`src/include/eth_tx_defines.svh`:
```
`ifndef ETH_TX_DEFINES_SVH
`define ETH_TX_DEFINES_SVH

// header lengths in bytes.
`define UDP_HDR_LEN  8
`define IPV4_HDR_LEN 20

// payload buffer depth and its address width.
`define PLD_MAX      64
`define PLD_AW       6

`define IP_TTL       128
`define IP_PROTO_UDP 17 // protocol number of UDP.

`endif

```
`src/logic/eth_tx_pkg.sv`:
```
package eth_tx_pkg;

  typedef logic [7:0] byte_t;

  typedef logic [3:0][7:0] ipv4_addr_t; // byte 3 goes out first.

  typedef logic [5:0][7:0] mac_addr_t;

  typedef logic [15:0] port_t;

  // fields are in network order, so the first field sits in the top bits.
  typedef struct packed {
    port_t       src_port;
    port_t       dst_port;
    logic [15:0] length;   // header plus payload.
    logic [15:0] chksum;
  } udp_hdr_t;

  typedef struct packed {
    logic [3:0]  ver;
    logic [3:0]  ihl;
    logic [7:0]  qos;
    logic [15:0] length;
    logic [15:0] id;
    logic        rsv;      // the reserved flag bit keeps the header at 20 bytes.
    logic        df;
    logic        mf;
    logic [12:0] fo;
    logic [7:0]  ttl;
    logic [7:0]  proto;
    logic [15:0] chksum;
    ipv4_addr_t  src_ip;
    ipv4_addr_t  dst_ip;
  } ipv4_hdr_t;

  // what the UDP layer is handed along with the datagram.
  typedef struct packed {
    udp_hdr_t    udp_hdr;
    ipv4_addr_t  src_ip;
    ipv4_addr_t  dst_ip;
    logic [15:0] id;
    mac_addr_t   dst_mac;
    logic        mac_known;
  } udp_meta_t;

  typedef struct packed {
    ipv4_hdr_t   ipv4_hdr;
    logic [15:0] pld_len;  // length of the IP payload, which is the whole UDP datagram.
    mac_addr_t   dst_mac;
    logic        mac_known;
  } ipv4_meta_t;

endpackage

```
`src/logic/hdr_stream_if.sv`:
```
`timescale 1ns/1ps

interface hdr_stream_if #(
  parameter type meta_t = logic
) ();

  logic              rdy; // packet waiting with meta stable.
  logic              req; // sink wants bytes until eof.
  meta_t             meta;
  logic              val;
  logic              sof;
  logic              eof;
  eth_tx_pkg::byte_t dat;

  modport src (
    output rdy, meta, val, sof, eof, dat,
    input  req
  );

  modport snk (
    input  rdy, meta, val, sof, eof, dat,
    output req
  );

endinterface

```
`src/logic/udp_pld_buf.sv`:
```
`timescale 1ns/1ps
`include "eth_tx_defines.svh"

module udp_pld_buf (
  input  logic                   clk,
  input  logic                   fsm_rst,
  input  eth_tx_pkg::port_t      src_port,
  input  eth_tx_pkg::port_t      dst_port,
  input  eth_tx_pkg::ipv4_addr_t dst_ip,
  input  logic [15:0]            ip_id,
  input  eth_tx_pkg::mac_addr_t  dst_mac,
  input  logic                   mac_known,
  input  logic                   pld_val,
  input  logic                   pld_last,
  input  eth_tx_pkg::byte_t      pld_dat,
  output logic                   pld_busy,
  hdr_stream_if.src              udp
);

  eth_tx_pkg::byte_t  mem [`PLD_MAX];
  logic [`PLD_AW:0]   wr_cnt;  // one bit wider so a full buffer counts to PLD_MAX.
  logic [`PLD_AW-1:0] rd_ptr;
  logic               wr_en;
  logic               rd_en;
  logic               last_rd;

  assign wr_en   = pld_val && !pld_busy; // writes are refused while a datagram waits.
  assign rd_en   = udp.rdy && udp.req;
  assign last_rd = ({1'b0, rd_ptr} == wr_cnt - 1'b1);

  always_ff @(posedge clk) begin
    if (wr_en) begin
      mem[wr_cnt[`PLD_AW-1:0]] <= pld_dat; // datagrams beyond PLD_MAX bytes are not supported.
    end
  end

  always_ff @(posedge clk) begin
    if (fsm_rst) begin
      wr_cnt   <= '0;
      rd_ptr   <= '0;
      pld_busy <= 1'b0;
      udp.rdy  <= 1'b0;
    end
    else if (udp.eof) begin
      wr_cnt   <= '0; // the buffer is free again one cycle after the last byte.
      rd_ptr   <= '0;
      pld_busy <= 1'b0;
      udp.rdy  <= 1'b0;
    end
    else begin
      if (wr_en) begin
        wr_cnt <= wr_cnt + 1'b1;
        if (pld_last) pld_busy <= 1'b1;
      end
      if (pld_busy) udp.rdy <= 1'b1;
      if (rd_en) rd_ptr <= rd_ptr + 1'b1;
    end
  end

  // addressing is captured together with the last payload byte.
  always_ff @(posedge clk) begin
    if (wr_en && pld_last) begin
      udp.meta.udp_hdr.src_port <= src_port;
      udp.meta.udp_hdr.dst_port <= dst_port;
      udp.meta.udp_hdr.length   <= 16'(wr_cnt) + 16'd1 + 16'(`UDP_HDR_LEN);
      udp.meta.udp_hdr.chksum   <= '0; // a zero UDP checksum means none was computed.
      udp.meta.src_ip           <= '0; // the header stage fills in the device address.
      udp.meta.dst_ip           <= dst_ip;
      udp.meta.id               <= ip_id;
      udp.meta.dst_mac          <= dst_mac;
      udp.meta.mac_known        <= mac_known;
    end
  end

  assign udp.val = rd_en;
  assign udp.sof = rd_en && (rd_ptr == '0);
  assign udp.eof = rd_en && last_rd;
  assign udp.dat = mem[rd_ptr];

endmodule

```
`src/logic/udp_hdr_tx.sv`:
```
`timescale 1ns/1ps
`include "eth_tx_defines.svh"

module udp_hdr_tx (
  input  logic                   clk,
  input  logic                   fsm_rst,
  input  eth_tx_pkg::ipv4_addr_t dev_ip,
  hdr_stream_if.snk              udp,
  hdr_stream_if.src              ip
);

  logic [`UDP_HDR_LEN-1:0][7:0] hdr;
  eth_tx_pkg::byte_t            hdr_tx;
  logic [15:0]                  byte_cnt;
  logic                         rst_int;

  // the block restarts by itself once the packet has gone out.
  assign rst_int = fsm_rst || ip.eof;

  always_ff @(posedge clk) begin
    if (rst_int) begin
      ip.rdy   <= 1'b0;
      ip.val   <= 1'b0;
      udp.req  <= 1'b0;
      byte_cnt <= '0;
    end
    else begin
      if (ip.val) byte_cnt <= byte_cnt + 1'b1;
      if (udp.rdy && !ip.rdy) begin
        ip.rdy <= 1'b1;
      end
      else if (ip.req && ip.rdy) begin
        ip.val <= 1'b1;
        // the first payload byte then lands right after the last header byte.
        if (ip.val && byte_cnt == `UDP_HDR_LEN-1) udp.req <= 1'b1;
      end
    end
  end

  always_ff @(posedge clk) begin
    hdr_tx <= hdr[`UDP_HDR_LEN-1];
    if (udp.rdy && !ip.rdy) begin
      hdr                         <= udp.meta.udp_hdr;
      ip.meta.pld_len             <= udp.meta.udp_hdr.length;
      ip.meta.dst_mac             <= udp.meta.dst_mac;
      ip.meta.mac_known           <= udp.meta.mac_known;
      ip.meta.ipv4_hdr.ver        <= 4'd4;
      ip.meta.ipv4_hdr.ihl        <= 4'd5; // no options.
      ip.meta.ipv4_hdr.qos        <= '0;
      ip.meta.ipv4_hdr.length     <= udp.meta.udp_hdr.length + 16'(`IPV4_HDR_LEN);
      ip.meta.ipv4_hdr.id         <= udp.meta.id;
      ip.meta.ipv4_hdr.rsv        <= 1'b0;
      ip.meta.ipv4_hdr.df         <= 1'b0;
      ip.meta.ipv4_hdr.mf         <= 1'b0;
      ip.meta.ipv4_hdr.fo         <= '0;
      ip.meta.ipv4_hdr.ttl        <= 8'(`IP_TTL);
      ip.meta.ipv4_hdr.proto      <= 8'(`IP_PROTO_UDP);
      ip.meta.ipv4_hdr.chksum     <= '0;   // computed in the IPv4 stage.
      ip.meta.ipv4_hdr.src_ip     <= dev_ip;
      ip.meta.ipv4_hdr.dst_ip     <= udp.meta.dst_ip;
    end
    else if (ip.req && ip.rdy) begin
      hdr[`UDP_HDR_LEN-1:1] <= hdr[`UDP_HDR_LEN-2:0];
    end
  end

  assign ip.sof = ip.val && (byte_cnt == '0);
  assign ip.eof = ip.val && udp.eof;
  assign ip.dat = udp.req ? udp.dat : hdr_tx; // payload follows once upstream is requested.

endmodule

```
`src/logic/ipv4_hdr_tx.sv`:
```
`timescale 1ns/1ps
`include "eth_tx_defines.svh"

module ipv4_hdr_tx (
  input  logic                  clk,
  input  logic                  fsm_rst,
  hdr_stream_if.snk             ip,
  input  logic                  pkt_req,
  output logic                  pkt_rdy,
  output eth_tx_pkg::mac_addr_t pkt_dst_mac,
  output logic                  pkt_mac_known,
  output logic                  pkt_val,
  output logic                  pkt_sof,
  output logic                  pkt_eof,
  output eth_tx_pkg::byte_t     pkt_dat
);

  logic [`IPV4_HDR_LEN-1:0][7:0] hdr;
  eth_tx_pkg::ipv4_hdr_t         hdr_nochk;
  eth_tx_pkg::ipv4_hdr_t         hdr_ld;
  logic [4:0]                    hcnt;
  logic                          active; // header bytes are being sent.
  logic                          fwd;    // the UDP stream is being forwarded.
  logic                          load;

  // ones' complement of the ones' complement sum of the ten header words.
  function automatic logic [15:0] hdr_chksum(input eth_tx_pkg::ipv4_hdr_t h);
    logic [9:0][15:0] w;
    logic [19:0]      sum;
    w   = h;
    sum = '0;
    for (int i = 0; i < 10; i++) begin
      sum = sum + 20'(w[i]);
    end
    sum = 20'(sum[15:0]) + 20'(sum[19:16]);
    sum = 20'(sum[15:0]) + 20'(sum[19:16]); // a second fold absorbs the last carry.
    return ~sum[15:0];
  endfunction

  always_comb begin
    hdr_nochk        = ip.meta.ipv4_hdr;
    hdr_nochk.chksum = '0;
    hdr_ld           = hdr_nochk;
    hdr_ld.chksum    = hdr_chksum(hdr_nochk);
  end

  assign load = ip.rdy && !pkt_rdy;

  always_ff @(posedge clk) begin
    if (fsm_rst) begin
      pkt_rdy <= 1'b0;
      active  <= 1'b0;
      fwd     <= 1'b0;
      hcnt    <= '0;
      ip.req  <= 1'b0;
      pkt_val <= 1'b0;
      pkt_sof <= 1'b0;
      pkt_eof <= 1'b0;
    end
    else if (pkt_val && pkt_eof) begin
      pkt_rdy <= 1'b0; // the last byte is out, so get ready for the next packet.
      active  <= 1'b0;
      fwd     <= 1'b0;
      hcnt    <= '0;
      ip.req  <= 1'b0;
      pkt_val <= 1'b0;
      pkt_sof <= 1'b0;
      pkt_eof <= 1'b0;
    end
    else begin
      if (load) begin
        pkt_rdy <= 1'b1;
      end
      else if (pkt_req && pkt_rdy && !active) begin
        active <= 1'b1;
      end
      if (active && !fwd) begin
        pkt_val <= 1'b1;
        pkt_sof <= (hcnt == '0);
        hcnt    <= hcnt + 1'b1;
        // upstream needs two cycles from req to its first byte on our output.
        if (hcnt == `IPV4_HDR_LEN-2) ip.req <= 1'b1;
        if (hcnt == `IPV4_HDR_LEN-1) fwd <= 1'b1;
      end
      else if (fwd) begin
        pkt_val <= ip.val;
        pkt_sof <= 1'b0;
        pkt_eof <= ip.eof;
        if (ip.eof) ip.req <= 1'b0;
      end
    end
  end

  always_ff @(posedge clk) begin
    if (load) begin
      hdr           <= hdr_ld;
      pkt_dst_mac   <= ip.meta.dst_mac;
      pkt_mac_known <= ip.meta.mac_known;
    end
    else if (active && !fwd) begin
      hdr[`IPV4_HDR_LEN-1:1] <= hdr[`IPV4_HDR_LEN-2:0];
    end
    pkt_dat <= fwd ? ip.dat : hdr[`IPV4_HDR_LEN-1];
  end

endmodule

```
`src/logic/udp_ipv4_tx_top.sv`:
```
`timescale 1ns/1ps

module udp_ipv4_tx_top (
  input  logic                   clk,
  input  logic                   fsm_rst,
  input  eth_tx_pkg::ipv4_addr_t dev_ip,
  input  eth_tx_pkg::port_t      src_port,
  input  eth_tx_pkg::port_t      dst_port,
  input  eth_tx_pkg::ipv4_addr_t dst_ip,
  input  logic [15:0]            ip_id,
  input  eth_tx_pkg::mac_addr_t  dst_mac,
  input  logic                   mac_known,
  input  logic                   pld_val,
  input  eth_tx_pkg::byte_t      pld_dat,
  input  logic                   pld_last,
  input  logic                   pkt_req,
  output logic                   pld_busy,
  output logic                   pkt_rdy,
  output eth_tx_pkg::mac_addr_t  pkt_dst_mac,
  output logic                   pkt_mac_known,
  output logic                   pkt_val,
  output logic                   pkt_sof,
  output logic                   pkt_eof,
  output eth_tx_pkg::byte_t      pkt_dat
);

  hdr_stream_if #(.meta_t(eth_tx_pkg::udp_meta_t))  udp_if ();
  hdr_stream_if #(.meta_t(eth_tx_pkg::ipv4_meta_t)) ip_if ();

  udp_pld_buf u_pld_buf (
    .clk       (clk),
    .fsm_rst   (fsm_rst),
    .src_port  (src_port),
    .dst_port  (dst_port),
    .dst_ip    (dst_ip),
    .ip_id     (ip_id),
    .dst_mac   (dst_mac),
    .mac_known (mac_known),
    .pld_val   (pld_val),
    .pld_last  (pld_last),
    .pld_dat   (pld_dat),
    .pld_busy  (pld_busy),
    .udp       (udp_if.src)
  );

  udp_hdr_tx u_udp_hdr_tx (
    .clk     (clk),
    .fsm_rst (fsm_rst),
    .dev_ip  (dev_ip),
    .udp     (udp_if.snk),
    .ip      (ip_if.src)
  );

  ipv4_hdr_tx u_ipv4_hdr_tx (
    .clk           (clk),
    .fsm_rst       (fsm_rst),
    .ip            (ip_if.snk),
    .pkt_req       (pkt_req),
    .pkt_rdy       (pkt_rdy),
    .pkt_dst_mac   (pkt_dst_mac),
    .pkt_mac_known (pkt_mac_known),
    .pkt_val       (pkt_val),
    .pkt_sof       (pkt_sof),
    .pkt_eof       (pkt_eof),
    .pkt_dat       (pkt_dat)
  );

endmodule

```
`config.mk`:
```
export PLATFORM = sky130hd
export DESIGN_NAME = udp_ipv4_tx_top
export DESIGN_NICKNAME = d
export VERILOG_FILES = /design/src/logic/eth_tx_pkg.sv /design/src/logic/hdr_stream_if.sv /design/src/logic/udp_pld_buf.sv /design/src/logic/udp_hdr_tx.sv /design/src/logic/ipv4_hdr_tx.sv /design/src/logic/udp_ipv4_tx_top.sv
export VERILOG_INCLUDE_DIRS = /design/src /design/src/include
export SDC_FILE = /design/constraint.sdc
export NUM_CORES = 1
export LEC_CHECK = 0
export ABC_AREA = 1
export BUFFER_PORTS_ARGS = -buffer_cell sky130_fd_sc_hd__buf_2
export CAP_MARGIN = 10
export CORE_MARGIN = 2
export CORE_UTILIZATION = 33
export CTS_CLUSTER_SIZE = 20
export DETAILED_ROUTE_END_ITERATION = 8
export PLACE_DENSITY = 0.56
export SLEW_MARGIN = 0
export SYNTH_ARGS = -nofsm -noshare
export SYNTH_HDL_FRONTEND = slang
export SYNTH_SLANG_ARGS = --single-unit
```
`constraint.sdc`:
```
create_clock -name clk -period 10.3 [get_ports clk]
set_input_delay 0 -clock clk [delete_from_list [all_inputs] [get_ports clk]]
set_output_delay 0 -clock clk [all_outputs]
set_load 0.02 [all_outputs]
```
**After elaboration in Yosys (flattened, before gate mapping)**

Memory sizes are Yosys's and may differ from the RTL's. A register that Yosys moved wholly into a read port is not among the register bits.
Index checks and enable logic that the tools add are counted.
Widths: inputs -> output; s select.

- Add/subtract/negate cells: 17
- Eq/ne operators: 5
- Mux-type cells: 18
- Bitwise operators: 4
- Reductions and logical operators: 33

Operators by type and width:

| kind | count |
|---|---|
| $mux 152 | 1 |
| $mux 136 | 1 |
| $mux 56 | 2 |
| $add 20x16->20 | 4 |
| $add 20x15->20 const B | 1 |
| $add 20x16->20 const B | 1 |
| $add 16x16->17 | 1 |
| $add 16x4->17 | 1 |
| $add 16x1->16 const B | 1 |
| $add 16x4->16 | 1 |
| $add 16x4->16 const B | 1 |
| $add 16x5->16 const B | 1 |
| $eq 16x3->1 const B | 1 |
| $mux 8 | 2 |
| $not 16->16 | 1 |
| $logic_and 1x1->1 | 13 |
| $mux 6 | 2 |
| $eq 5x5->1 const B | 2 |
| $mux 1 | 10 |
| $reduce_and 2->1 | 5 |
| $add 7x1->8 const B | 1 |
| $reduce_bool 2->1 | 4 |
| $add 7x1->7 const B | 1 |
| $eq 6x7->1 | 1 |
| other kinds (10) | 18 |

- Register bits: 617
- RAM bits: 512
- Output and inout port bits: 62
- Word-level logic and storage cells: 162
- Memories kept: 1

Memories:

| name | words | bits a word | read ports | clocked after memory_dff | write ports | RTL line | RTL |
|---|---|---|---|---|---|---|---|
| u_pld_buf.mem | 64 | 8 | 1 | 1 | 1 | udp_pld_buf.sv:20 | `` eth_tx_pkg::byte_t mem [`PLD_MAX]; `` |

**Depth between registers and ports, before layout**

- Word-level depth: 11
- Gate-level depth with buffers: 55
- Depth with buffers taken out: 55

**Cells and area by module**

A second synthesis with hierarchy kept.

- Cell total of the unflattened synthesis: 4,199
- Area, all modules: 49,454.9 sq um

By module, submodules not included:

| module | instances | cells an instance | area an instance (sq um) | seq. area each (sq um) |
|---|---|---|---|---|
| udp_pld_buf | 1 | 2,146 | 26,676.8 | 19,909.1 |
| ipv4_hdr_tx | 1 | 1,340 | 13,349.1 | 6,676.4 |
| udp_hdr_tx | 1 | 713 | 9,429.0 | 7,236.9 |

**Worst setup path after synthesis**

Ideal clock, no wire load.

- Path type: register to register
- Start: register, netlist name u_udp_hdr_tx.ip.meta[65]
- End: register u_ipv4_hdr_tx.hdr[78] (netlist bit) (data pin)
- Setup time: 0.253 ns
- Data arrival time: 7.214 ns
- Slack: 2.833 ns
- Cell stages (with the launch flop): 55
- Path through: edfxtp_1 ha_1 fa_1 a21oi_1 o21bai_1 a21oi_1 nor2_1 nor2_1 xor2_1 inv_1 fa_1 inv_1 fa_1 fa_1 inv_1 ha_1 nand2_1 nand2_1 [... 19 more ...] inv_1 nand2_1 nor2_1 ha_1 ha_1 inv_1 nor2_1 nand3_1 nor2_2 nand3_1 nor2_2 nand2_1 nor2_2 nand3_2 nor2_2 nand3_1 nand3_1 nand2_1

- Longest elaborated chain between the ends: 11

RTL lines:

| element | RTL line | RTL |
|---|---|---|
| $add 16x16->17 | ipv4_hdr_tx.sv:33 | `sum = sum + 20'(w[i]);` |
| $add 20x16->20 (5 in series) | ipv4_hdr_tx.sv:33 |  |
| $add 20x15->20 | ipv4_hdr_tx.sv:33 |  |
| $add 16x4->17 | ipv4_hdr_tx.sv:35 | `sum = 20'(sum[15:0]) + 20'(sum[19:16]);` |
| $add 16x4->16 | ipv4_hdr_tx.sv:36 | `sum = 20'(sum[15:0]) + 20'(sum[19:16]);` |
| $not 16->16 | ipv4_hdr_tx.sv:37 | `return ~sum[15:0];` |
| $mux 136 | ipv4_hdr_tx.sv:95 | `if (load) begin` |
| end signal: assignment | ipv4_hdr_tx.sv:96 | `hdr <= hdr_ld;` |
| end signal: indexed assignment | ipv4_hdr_tx.sv:101 | `` hdr[`IPV4_HDR_LEN-1:1] <= hdr[`IPV4_HDR_LEN-2:0]; `` |
| end: declaration | ipv4_hdr_tx.sv:18 | `` logic [`IPV4_HDR_LEN-1:0][7:0] hdr; `` |

No other way between the ends.
A chain may end at the register's enable or synchronous reset.

**Worst setup path in the final report**

- Start: register, netlist name u_udp_hdr_tx.ip.meta[65]
- End: register u_ipv4_hdr_tx.hdr[78] (netlist bit) (data pin)

- Longest elaborated chain between the ends: 11

RTL lines:

| element | RTL line |
|---|---|
| $add 16x16->17 | ipv4_hdr_tx.sv:33 |
| $add 20x16->20 (5 in series) | ipv4_hdr_tx.sv:33 |
| $add 20x15->20 | ipv4_hdr_tx.sv:33 |
| $add 16x4->17 | ipv4_hdr_tx.sv:35 |
| $add 16x4->16 | ipv4_hdr_tx.sv:36 |
| $not 16->16 | ipv4_hdr_tx.sv:37 |
| $mux 136 | ipv4_hdr_tx.sv:95 |

No other way between the ends.

==> metrics <==
status=complete, no violations; critical path's largest stage delay=550 ps; kind of critical path=flop to flop; CP Launch Type=flop; Resize count post-CTS=0; Worst-Margin Slew=1160 ps; TritonCTS buffer count=114; total track usage=0.157; RSZ-0062 raised after global routing=no; WP data arrival=8670 ps; final wirelength=111000 µm; Power per Cell Area=204 mW/mm²; Final min period=8260 ps; Top FF cell, synth=edfxtp_1; Fin. Hold Viols=0; final setup fails=0; maxcap violations=0; hold crit path type=input port to flop; Netlist Area Pre-Place=0.0449 mm²; RD Place Congestion=0.820; largest cells by area after synthesis=edfxtp_1, nand2_1, nor2_1; total grt overflow=0; Power Total=11200 µW; DRT iter0 DRCs=2377; die outline width=373 µm; FILL cells=12500; CTS root buf=clkbuf_16; die footprint=0.139 mm²; fin crit share=0.802; total iterations of the first detailed-routing run=6; post-synthesis sequential area ratio=0.730; multi-input logic area=0.0105 mm²; Post-Route Utilization=0.407; cell mode on critical path=nand2_1; core area=0.135 mm²; Setup Fix Bufs, Post-CTS=0; H-Tree Depth=3; final setup skew=65.1 ps; first-pass GRT wire length=170000 µm; DPL Wire Length=66300 µm; Post-Layout Cell Count=5952; Setup TNS Final=0 ps; Initial Util=0.332; Critical Path RT=10710 ps; final net count=4358; Leak=0.0201 µW; Post-DRT Antenna Nets=0; synth cell count leaders=edfxtp_1, nand2_1, nor2_1; fraction of layout cells with a size suffix above 1=0.117; Die H=373 µm; CTS sink cnt=1114; dpl cells=5412; IO buf count=235; Final Hold Slack=29.4 ps; drt wl/cell=18.7 µm; Mean Syn Cell Area=12.8 µm²; clock transition at the registers of the reported paths=70 ps; Slew Limit Headroom=0.229; FP Rows=135; via density per instance=4.73; Synth Instances=3517; Area growth syn-to-layout=22.6%; worst skew pair latency=720 ps; cell at the slowest stage of the critical path=fa_1; hold_buf cts=326; initial antenna violation count=4; VDD IR-drop max=0.176 mV; vias in the first global route=28200; Via Count=28200; asr flop ratio synth=0; DRC=0; fmax=121 MHz; most numerous cell in the Yosys netlist=edfxtp_1; Yosys top cell area share=0.700; Netlist cell types=44; EDFF count, synth=1046; Critical Path Sink Type=flop; I/O pin count=236; CTS max path bufs=3; register bit total from synthesis=1114; synthesis warning total=0; Slew Viols, Final=0; flip-flop and latch area=0.0328 mm²; Critical Path Fanout Max=5; Synth area leader=edfxtp_1; CTS tree=built; largest net degree at the start of global routing=179; Synthesized Nets=3802
## stage by stage
stage	instance area, µm²	setup WS (ps)
CTS	55000	2000
detailed placement	48000	2080
floorplan	44900	2830
finish	55000	2040
global route	55000	1160
global placement	48000	2110
## cells by family (layout without fill, tap and decap cells)
logic type | Yosys count | count (layout) | synth area share
buffers and inverters | 415 | 1067 | 0.0360
adder cells (fa/ha/maj) | 111 | 111 | 0.0383
AO/OA/AOI/OAI | 621 | 621 | 0.0780
AND/OR/NAND/NOR | 1208 | 1208 | 0.108
flip-flops | 1114 | 1114 | 0.730
other | 1 | 3 | 0.0000836
XOR/XNOR | 47 | 47 | 0.00917
## area by class of cell
class	count	share of cell area
clock buffer	160	0.0576
tap	1781	0.0405
timing repair buffer	593	0.0855
multi-input combinational	1988	0.191
inverter	262	0.0180
sequential	1114	0.596
antenna	2	0.0000909
clock inverter	52	0.0113
## sequential cells by signal, indices dropped and copies added (netlist names), 5 cells and up, named ones only
name	flops
u_ipv4_hdr_tx.hcnt	5
u_ipv4_hdr_tx.hdr	160
u_ipv4_hdr_tx.pkt_dat	8
u_ipv4_hdr_tx.pkt_dst_mac	48
u_pld_buf.mem	512
u_pld_buf.rd_ptr	6
u_pld_buf.udp.meta	138
u_pld_buf.wr_cnt	7
u_udp_hdr_tx.byte_cnt	16
u_udp_hdr_tx.hdr	48
u_udp_hdr_tx.hdr_tx	8
u_udp_hdr_tx.ip.meta	139
## per-layer routing
| layer | vias up | wire [µm] | global-route usage |
|---|---|---|---|
| li1 | 13500 | - | - |
| met1 | 13600 | 49300 | 0.211 |
| met2 | 859 | 51200 | 0.252 |
| met3 | 149 | 8000 | 0.0371 |
| met4 | 4 | 2730 | 0.0480 |
| met5 | - | 23 | 0 |
## critical path, delay by kind of cell (launching register included)
kind            cells  cell delay, ps
fa+ha+maj           9            3090
simple gates       31            2870
compound gates      4             630
buf+inv             8             530
xor+xnor            2             440
flops               1             390
## where the power goes
part	leakage, µW	switching, µW	total [µW]	internal, µW
logic	0.00812	1200	1830	629
registers	0.0101	55.0	5200	5140
clock network	0.00185	1750	4170	2430
total	0.0201	3000	11200	8200
## path summary, 6_finish.rpt
| path | start | slack [ps] | end | cells after the start |
|---|---|---|---|---|
| worst min register to register | u_udp_hdr_tx.hdr[56] | 350 | u_udp_hdr_tx.hdr_tx[0] | 0 |
| worst min-delay path | dst_port[1] | 30 | u_pld_buf.udp.meta[162] | 2 |
| worst max-delay path | u_udp_hdr_tx.ip.meta[65] | 2040 | u_ipv4_hdr_tx.hdr[78] | 54 |
| worst max register to register | u_udp_hdr_tx.ip.meta[65] | 2040 | u_ipv4_hdr_tx.hdr[78] | 54 |
## cell usage in the layout (no fill, tap or decap), types with 92 or more instances in the layout
cell and instances:
edfxtp_1 1046, nand2_1 528, nor2_1 500, o21ai_0 341, dlygate4sd3_1 326, inv_1 250, buf_2 235, o22ai_1 128
clkbuf_16 118, nand3_1 92
(Power assumes the default switching activity.)
